**config.mk**
```make
export PLATFORM = sky130hd
export DESIGN_NAME = mul_pipe
export DESIGN_NICKNAME = d
export VERILOG_FILES = /design/src/hw/muldiv_pkg.sv /design/src/hw/delay_line.sv /design/src/hw/mul_pipe.sv
export SDC_FILE = /design/constraint.sdc
export NUM_CORES = 2
export LEC_CHECK = 0
export BUFFER_PORTS_ARGS = -buffer_cell sky130_fd_sc_hd__buf_2
export CAP_MARGIN = 20
export CORE_ASPECT_RATIO = 0.6
export CORE_MARGIN = 4
export CORE_UTILIZATION = 65
export CTS_CLUSTER_SIZE = 24
export DETAILED_ROUTE_END_ITERATION = 16
export GPL_TIMING_DRIVEN = 0
export PLACE_DENSITY = 0.82
export RECOVER_POWER = 50
export SETUP_SLACK_MARGIN = 0.4
export SYNTH_ARGS = -nofsm -noshare
export SYNTH_HDL_FRONTEND = slang
export SYNTH_SLANG_ARGS = --single-unit
```
**constraint.sdc**
```tcl
create_clock -name clk -period 30.6 [get_ports clk]
set_input_delay 3.06 -clock clk [delete_from_list [all_inputs] [get_ports clk]]
set_output_delay 3.06 -clock clk [all_outputs]
set_load 0.02 [all_outputs]
```
**src/hw/muldiv_pkg.sv**
```systemverilog
////////////////////////////////////////
// muldiv package
// widths, divider stage mask, latencies, operation codes
// and the structs shared by the multiply and divide unit
////////////////////////////////////////
`default_nettype none

package muldiv_pkg;

	// data width of the core
	localparam int XLEN = 32;

	// a one at bit XLEN-1-i puts a register after divider step i
	// every fourth step is registered, the last step included
	localparam logic [XLEN-1:0] DIV_STAGE_MASK = 32'h1111_1111;

	// register stages inside the divider array
	localparam int DIV_ARRAY_LAT = $countones(DIV_STAGE_MASK);

	// sign input register, the array, then the sign output register
	localparam int MD_LATENCY = 1 + DIV_ARRAY_LAT + 1;

	// register stages inside the multiplier before its padding
	localparam int MUL_STAGES = 3;

	localparam int TAG_W = 4;

	// funct3 order of the M extension, so bit 2 splits mul from div
	typedef enum logic [2:0] {
		MD_MUL    = 3'd0,
		MD_MULH   = 3'd1,
		MD_MULHSU = 3'd2,
		MD_MULHU  = 3'd3,
		MD_DIV    = 3'd4,
		MD_DIVU   = 3'd5,
		MD_REM    = 3'd6,
		MD_REMU   = 3'd7
	} md_op_t;

	typedef struct packed {
		md_op_t            op;
		logic [XLEN-1:0]   rs1;
		logic [XLEN-1:0]   rs2;
		logic [TAG_W-1:0]  tag;
	} md_req_t;

	typedef struct packed {
		logic [XLEN-1:0]   result;
		logic [TAG_W-1:0]  tag;
	} md_rsp_t;

	// sidecar of the divide path
	// on entry neg_quo and neg_rem only say the op is signed
	typedef struct packed {
		logic [TAG_W-1:0]  tag;
		logic              want_rem;
		logic              neg_quo;
		logic              neg_rem;
		logic              sel;
	} div_side_t;

	// sidecar of the multiply path
	typedef struct packed {
		logic [TAG_W-1:0]  tag;
		logic              hi;
		logic              sel;
	} mul_side_t;

endpackage

`default_nettype wire

```
**src/hw/delay_line.sv**
```systemverilog
////////////////////////////////////////
// delay line
// fixed chain of registers for any payload type
////////////////////////////////////////
`default_nettype none

module delay_line #(
	parameter int DEPTH = 1,
	parameter type T = logic
) (
	input  wire logic clk,
	input  wire logic rst,
	input  T          i_data,
	output T          o_data
);

	// one entry per cycle of delay, entry 0 is the newest
	T pipe [DEPTH];

	always_ff @(posedge clk or posedge rst) begin
		if (rst) begin
			for (int k = 0; k < DEPTH; k++) begin
				pipe[k] <= '0;
			end
		end else begin
			pipe[0] <= i_data;
			// shift every older entry one step along
			for (int k = 1; k < DEPTH; k++) begin
				pipe[k] <= pipe[k-1];
			end
		end
	end

	assign o_data = pipe[DEPTH-1];

endmodule

`default_nettype wire

```
**src/hw/mul_pipe.sv**
```systemverilog
////////////////////////////////////////
// multiply path
// 33 by 33 signed product in three stages for DSP
// inference, then padded out to the unit latency
////////////////////////////////////////
`default_nettype none

module mul_pipe (
	input  wire logic                        clk,
	input  wire logic                        rst,
	input  wire logic                        i_valid,
	input  wire logic [muldiv_pkg::XLEN-1:0] i_rs1,
	input  wire logic [muldiv_pkg::XLEN-1:0] i_rs2,
	input  wire logic                        i_rs1_signed,
	input  wire logic                        i_rs2_signed,
	input  muldiv_pkg::mul_side_t            i_side,
	output logic                             o_valid,
	output logic [muldiv_pkg::XLEN-1:0]      o_result,
	output muldiv_pkg::mul_side_t            o_side
);

	localparam int W   = muldiv_pkg::XLEN;
	localparam int PAD = muldiv_pkg::MD_LATENCY - muldiv_pkg::MUL_STAGES;

	// valid and result padded together
	typedef struct packed {
		logic         valid;
		logic [W-1:0] result;
	} mul_out_t;

	logic                  v1, v2;
	logic signed [W:0]     a_ext, b_ext;
	logic signed [2*W+1:0] prod;
	muldiv_pkg::mul_side_t side1, side2, side3;
	mul_out_t              out3, out_d;

	always_ff @(posedge clk or posedge rst) begin
		if (rst) begin
			v1    <= 1'b0;
			v2    <= 1'b0;
			a_ext <= '0;
			b_ext <= '0;
			prod  <= '0;
			out3  <= '0;
			side1 <= '0;
			side2 <= '0;
			side3 <= '0;
		end else begin
			// stage one, unsigned operands get a zero top bit
			v1    <= i_valid;
			a_ext <= {i_rs1_signed & i_rs1[W-1], i_rs1};
			b_ext <= {i_rs2_signed & i_rs2[W-1], i_rs2};
			side1 <= i_side;
			// stage two, one signed product covers all four ops
			v2    <= v1;
			prod  <= a_ext * b_ext;
			side2 <= side1;
			// stage three, pick the half the op wants
			out3.valid  <= v2;
			out3.result <= side2.hi ? prod[2*W-1:W] : prod[W-1:0];
			side3 <= side2;
		end
	end

	delay_line #(
		.DEPTH (PAD),
		.T     (mul_out_t)
	) u_out_dly (
		.clk    (clk),
		.rst    (rst),
		.i_data (out3),
		.o_data (out_d)
	);

	delay_line #(
		.DEPTH (PAD),
		.T     (muldiv_pkg::mul_side_t)
	) u_side_dly (
		.clk    (clk),
		.rst    (rst),
		.i_data (side3),
		.o_data (o_side)
	);

	assign o_valid  = out_d.valid;
	assign o_result = out_d.result;

endmodule

`default_nettype wire

```
==> report_table.html <==
<table>
<tr><th>Metric</th><th>Value</th></tr>
<tr><th colspan="2">Status</th></tr>
<tr><td>Result of the run</td><td>finished with violations</td></tr>
<tr><td>Violated checks</td><td>max-capacitance violations, max-slew violations</td></tr>
<tr><th colspan="2">Cells and area</th></tr>
<tr><td>Area of the multi-input gates</td><td>33,800 um^2</td></tr>
<tr><td>End-of-flow core utilization</td><td>71.0%</td></tr>
<tr><td>Layout filler cell count</td><td>5,410</td></tr>
<tr><td>Area growth from synthesis to final layout</td><td>7.43%</td></tr>
<tr><td>Footprint of the flip-flops and latches</td><td>11,400 um^2</td></tr>
<tr><td>Final #Nets</td><td>6,264</td></tr>
<tr><td>Layout cells sized above 1</td><td>5.61%</td></tr>
<tr><td>Summed area of non-filler cells in the final layout</td><td>54,100 um^2</td></tr>
<tr><th colspan="2">STA</th></tr>
<tr><td>Total Negative Setup Slacks</td><td>0 ns</td></tr>
<tr><td>Worst slew margin relative to its limit</td><td>-303%</td></tr>
<tr><td>Unrepaired setup endpoints after global routing</td><td>false</td></tr>
<tr><td>Hold Violations, Final</td><td>0</td></tr>
<tr><td>Final cycle utilization of the critical path</td><td>35.5%</td></tr>
<tr><td>Worst setup slack after layout</td><td>19.74 ns</td></tr>
<tr><td>Fin Clk Skew</td><td>0.0667 ns</td></tr>
<tr><td>Worst-Margin Slew</td><td>6.05 ns</td></tr>
<tr><td>Count of final setup violators</td><td>0</td></tr>
<tr><td>Max Clk Rate</td><td>92.1 MHz</td></tr>
<tr><td>Final min period</td><td>10.86 ns</td></tr>
<tr><td>Slew Limit Fails</td><td>between 150 and 200</td></tr>
<tr><th colspan="2">Synth</th></tr>
<tr><td>Compound-gate portion of the synthesized area</td><td>2.61%</td></tr>
<tr><td>Fraction of synthesis flops using an asynchronous set or reset pin</td><td>100%</td></tr>
<tr><td>Multiplexer share of the synthesized area</td><td>0.755%</td></tr>
<tr><td>Post-synth net total</td><td>6,084</td></tr>
<tr><td>Mean cell area of the mapped netlist</td><td>approximately 11 um^2</td></tr>
<tr><td>Basic-gate share of the synthesized area counting and, or, nand and nor cells</td><td>12.5%</td></tr>
<tr><td>Leading cell type by number of instances after synthesis</td><td>sky130_fd_sc_hd__fa_1</td></tr>
<tr><td>Dominant combinational cell family by area after synthesis</td><td>adder cells</td></tr>
<tr><td>Synth top area cells</td><td>sky130_fd_sc_hd__fa_1 (45%), sky130_fd_sc_hd__dfrtp_1 (23%), sky130_fd_sc_hd__inv_1 (8.0%)</td></tr>
<tr><td>Cell variety after synth</td><td>59</td></tr>
<tr><td>Area share of the largest cell type after synthesis</td><td>44.7%</td></tr>
<tr><td>Synthesized cell area</td><td>50,400 um^2</td></tr>
<tr><td>Number of flops mapped to enable cells by yosys</td><td>0</td></tr>
<tr><td>Leading cell types by count after synthesis</td><td>sky130_fd_sc_hd__fa_1 (1,125), sky130_fd_sc_hd__inv_1 (1,079), sky130_fd_sc_hd__nand2_1 (555), sky130_fd_sc_hd__and2_1 (553), sky130_fd_sc_hd__dfrtp_1 (456)</td></tr>
<tr><td>Number of instances in the synthesized netlist</td><td>roughly 4,700</td></tr>
<tr><td>Post-Synth Adder-Cell Area</td><td>between 40% and 50%</td></tr>
<tr><td>Flip-flop and latch count after synthesis</td><td>456</td></tr>
<tr><td>Synth Warn #</td><td>0</td></tr>
<tr><td>Synth Area in XOR/XNOR</td><td>roughly 1.3%</td></tr>
<tr><td>Proportion of synthesized chip area in sequential cells</td><td>22.6%</td></tr>
<tr><td>Most common flop cell mapped by yosys</td><td>sky130_fd_sc_hd__dfrtp_1</td></tr>
<tr><td>Largest area contributor in the netlist</td><td>sky130_fd_sc_hd__fa_1</td></tr>
<tr><th colspan="2">Detailed routing</th></tr>
<tr><td>First-pass iteration count of the detailed router</td><td>8</td></tr>
<tr><td>Initial detailed-routing violation count</td><td>about 4,400</td></tr>
<tr><td>Via count</td><td>35,700</td></tr>
<tr><td>Via-per-instance ratio</td><td>between 6 and 7</td></tr>
<tr><td>Total DRC errors in the routed layout</td><td>0</td></tr>
<tr><td>Wire length reported by the detailed router</td><td>176,000 um</td></tr>
<tr><td>Post-detailed-route count of antenna-violating nets</td><td>0</td></tr>
<tr><td>Detailed-route wire length per cell</td><td>~30 um</td></tr>
<tr><th colspan="2">Placed design</th></tr>
<tr><td>Final weighted congestion of routability-driven global placement</td><td>1.08</td></tr>
<tr><td>Count of input and output buffers</td><td>113</td></tr>
<tr><td>Pre-CTS setup slack</td><td>20.18 ns</td></tr>
<tr><td>Total half-perimeter wirelength after legalization and detailed placement</td><td>141,000 um</td></tr>
<tr><td>Cell area after placement</td><td>52,400 um^2</td></tr>
<tr><th colspan="2">Floorplan</th></tr>
<tr><td>Initial Util</td><td>66.1%</td></tr>
<tr><td>Die footprint</td><td>82,200 um^2</td></tr>
<tr><td>Standard-cell row count</td><td>78</td></tr>
<tr><td>Die extent in x</td><td>between 300 and 400 um</td></tr>
<tr><td>Core outline area</td><td>~76,000 um^2</td></tr>
<tr><td>Count of pins on the block boundary</td><td>roughly 110</td></tr>
<tr><td>Die Ht</td><td>224 um</td></tr>
<tr><th colspan="2">Global route</th></tr>
<tr><td>Met2 Resource Use GR</td><td>roughly 60%</td></tr>
<tr><td>Maximum number of pins on one net before global-route repair</td><td>145</td></tr>
<tr><td>Grt met3 use</td><td>a little under a quarter</td></tr>
<tr><td>Initial antenna violation count</td><td>34</td></tr>
<tr><td>First-pass GRT wire length</td><td>roughly 260,000 um</td></tr>
<tr><td>Most congested layer reported by global routing</td><td>met2</td></tr>
<tr><td>Remaining global-route overflow</td><td>0</td></tr>
<tr><td>Met1 Resource Use GR</td><td>around three fifths</td></tr>
<tr><td>Number of global-route vias before repair</td><td>37,900</td></tr>
<tr><td>All-layer global routing usage</td><td>44.2%</td></tr>
<tr><th colspan="2">Worst setup path</th></tr>
<tr><td>Data arrival time at the worst-slack endpoint</td><td>about 11 ns</td></tr>
<tr><td>CP endpoint kind</td><td>register</td></tr>
<tr><td>Startpoint kind of the worst setup timing path</td><td>register</td></tr>
<tr><td>Worst reg-to-reg setup slack</td><td>19.74 ns</td></tr>
<tr><td>Worst reg2reg startpoint</td><td>b_ext[3]</td></tr>
<tr><td>Capturing point of the worst reg2reg path</td><td>prod[63]</td></tr>
<tr><td>Required time at the endpoint of the critical path</td><td>roughly 31 ns</td></tr>
<tr><td>Path type of the worst setup path</td><td>reg2reg</td></tr>
<tr><td>Depth of the most critical reg-to-reg path</td><td>26</td></tr>
<tr><td>Worst-path maximum fanout</td><td>10</td></tr>
<tr><th colspan="2">Clock tree</th></tr>
<tr><td>Buffer count from post-CTS setup fixing</td><td>0</td></tr>
<tr><td>H-tree level count</td><td>2</td></tr>
<tr><td>CTS tree</td><td>yes</td></tr>
<tr><td>Clock net sink count</td><td>456</td></tr>
<tr><td>Clock transition time at the flip-flop clock pins of the worst setup and hold paths</td><td>0.08 ns</td></tr>
<tr><td>Hold-fix buffers at CTS</td><td>0</td></tr>
<tr><td>Number of clock buffers inserted by TritonCTS</td><td>42</td></tr>
<tr><td>Later-pin clock latency in the skew report</td><td>0.66 ns</td></tr>
<tr><td>Clock root buffer master</td><td>sky130_fd_sc_hd__clkbuf_16</td></tr>
<tr><td>Count of instances resized after the clock tree is built</td><td>0</td></tr>
<tr><td>Maximum number of buffers from clock root to sink</td><td>3</td></tr>
<tr><th colspan="2">Min path</th></tr>
<tr><td>Cell depth of the worst hold path</td><td>0</td></tr>
<tr><td>Worst min-delay path endpoint</td><td>u_out_dly.pipe[184]</td></tr>
<tr><td>Worst hold path class</td><td>reg2reg</td></tr>
<tr><td>Hold Path Origin</td><td>u_out_dly.pipe[217]</td></tr>
<tr><th colspan="2">Run</th></tr>
<tr><td>Reported max-cap violation count</td><td>2</td></tr>
</table>
==> worst max-delay path by stage <==
stage / startpoint / to / slack (ns)
detailed placement: b_ext[3] / prod[63] / 20.18
CTS: b_ext[3] / prod[63] / 20.09
floorplan: rst / a_ext[0] / 14.83
global route: rst / prod[56] / 18.97
finish: b_ext[3] / prod[63] / 19.74
global placement: rst / b_ext[8] / 10.79
==> metal layers <==
metal | wire length [um] | share of wire, % | up-vias
met5 | 423 | 0.24 | -
met4 | 11300 | 6.4 | 21
met3 | 31500 | 18 | 686
met2 | 70500 | 40 | 2938
met1 | 62200 | 35 | 18300
li1 | - | - | 13800
==> critical path: stages (launching register included) <==
cell,delay (ns)
sky130_fd_sc_hd__dfrtp_1,0.52
sky130_fd_sc_hd__clkbuf_1,0.85
sky130_fd_sc_hd__nand2_1,0.24
sky130_fd_sc_hd__inv_1,0.20
sky130_fd_sc_hd__fa_1,0.46
sky130_fd_sc_hd__fa_1,0.51
sky130_fd_sc_hd__fa_1,0.88
sky130_fd_sc_hd__inv_1,0.23
sky130_fd_sc_hd__fa_1,0.86
sky130_fd_sc_hd__inv_1,0.39
sky130_fd_sc_hd__fa_1,0.57
sky130_fd_sc_hd__fa_1,0.51
sky130_fd_sc_hd__fa_1,0.49
sky130_fd_sc_hd__inv_1,0.05
sky130_fd_sc_hd__fa_1,0.56
sky130_fd_sc_hd__inv_1,0.07
sky130_fd_sc_hd__ha_1,0.27
sky130_fd_sc_hd__clkbuf_1,0.35
sky130_fd_sc_hd__nand4_1,0.31
sky130_fd_sc_hd__or3_1,0.46
sky130_fd_sc_hd__nor3_1,0.34
sky130_fd_sc_hd__o21a_1,0.34
sky130_fd_sc_hd__o21bai_1,0.16
sky130_fd_sc_hd__o211ai_1,0.18
sky130_fd_sc_hd__a41oi_1,0.24
sky130_fd_sc_hd__a31oi_1,0.23
sky130_fd_sc_hd__xnor2_1,0.32
==> through the flow <==
step,cells,hold WS (ns)
floorplan,4672,0.331
global placement,5825,0.331
detailed placement,5834,0.335
CTS,5911,0.307
global route,5928,0.322
finish,5950,0.300
==> kinds of logic after synthesis <==
family          count (synthesis)
compound gates                195
xor+xnor                       75
buf+inv                      1334
simple gates                 1241
fa+ha+maj                    1337
mux                            34
flops                         456
==> layout make-up <==
class	instances	area share (%)
flip-flops and latches	456	21.1
multi-input cells	2882	62.5
inverters	1079	7.49
repair buffers	136	1.69
clock buffers	58	2.18
well taps	1040	2.40
clock inverters	19	0.513
diodes	25	0.116
plain buffers	255	2.03
==> cells in the final DEF, fill, tap and decap left out, types with 5 or more instances in the layout <==
cell and count:
sky130_fd_sc_hd__a211oi_1 8, sky130_fd_sc_hd__a21o_1 23, sky130_fd_sc_hd__a21oi_1 61, sky130_fd_sc_hd__a31oi_1 10
sky130_fd_sc_hd__and2_1 549, sky130_fd_sc_hd__and3_1 7, sky130_fd_sc_hd__buf_2 109, sky130_fd_sc_hd__buf_4 38
sky130_fd_sc_hd__buf_8 16, sky130_fd_sc_hd__clkbuf_1 231, sky130_fd_sc_hd__clkbuf_16 42, sky130_fd_sc_hd__clkbuf_8 7
sky130_fd_sc_hd__clkinv_2 5, sky130_fd_sc_hd__dfrtp_1 456, sky130_fd_sc_hd__diode_2 25, sky130_fd_sc_hd__fa_1 1125
sky130_fd_sc_hd__ha_1 212, sky130_fd_sc_hd__inv_1 1078, sky130_fd_sc_hd__mux2_1 13, sky130_fd_sc_hd__mux2_2 19
sky130_fd_sc_hd__nand2_1 555, sky130_fd_sc_hd__nand2b_1 9, sky130_fd_sc_hd__nand3_1 15, sky130_fd_sc_hd__nand4_1 10
sky130_fd_sc_hd__nor2_1 34, sky130_fd_sc_hd__nor2b_1 33, sky130_fd_sc_hd__nor3_1 11, sky130_fd_sc_hd__o21a_1 11
sky130_fd_sc_hd__o21ai_0 29, sky130_fd_sc_hd__o21bai_1 11, sky130_fd_sc_hd__xnor2_1 54, sky130_fd_sc_hd__xor2_1 21
==> state kept, by name, summed over array words and instances, names as in the netlist, 33 cells and up <==
register / count
u_out_dly.o_data: 33
b_ext: 33
a_ext: 33
u_out_dly.pipe: 198
out3: 33
u_side_dly.pipe: 36
prod: 64
Power is left out: the tool's default activity adds up to more than one toggle a clock period on the data nets, which glitch-free logic cannot reach.
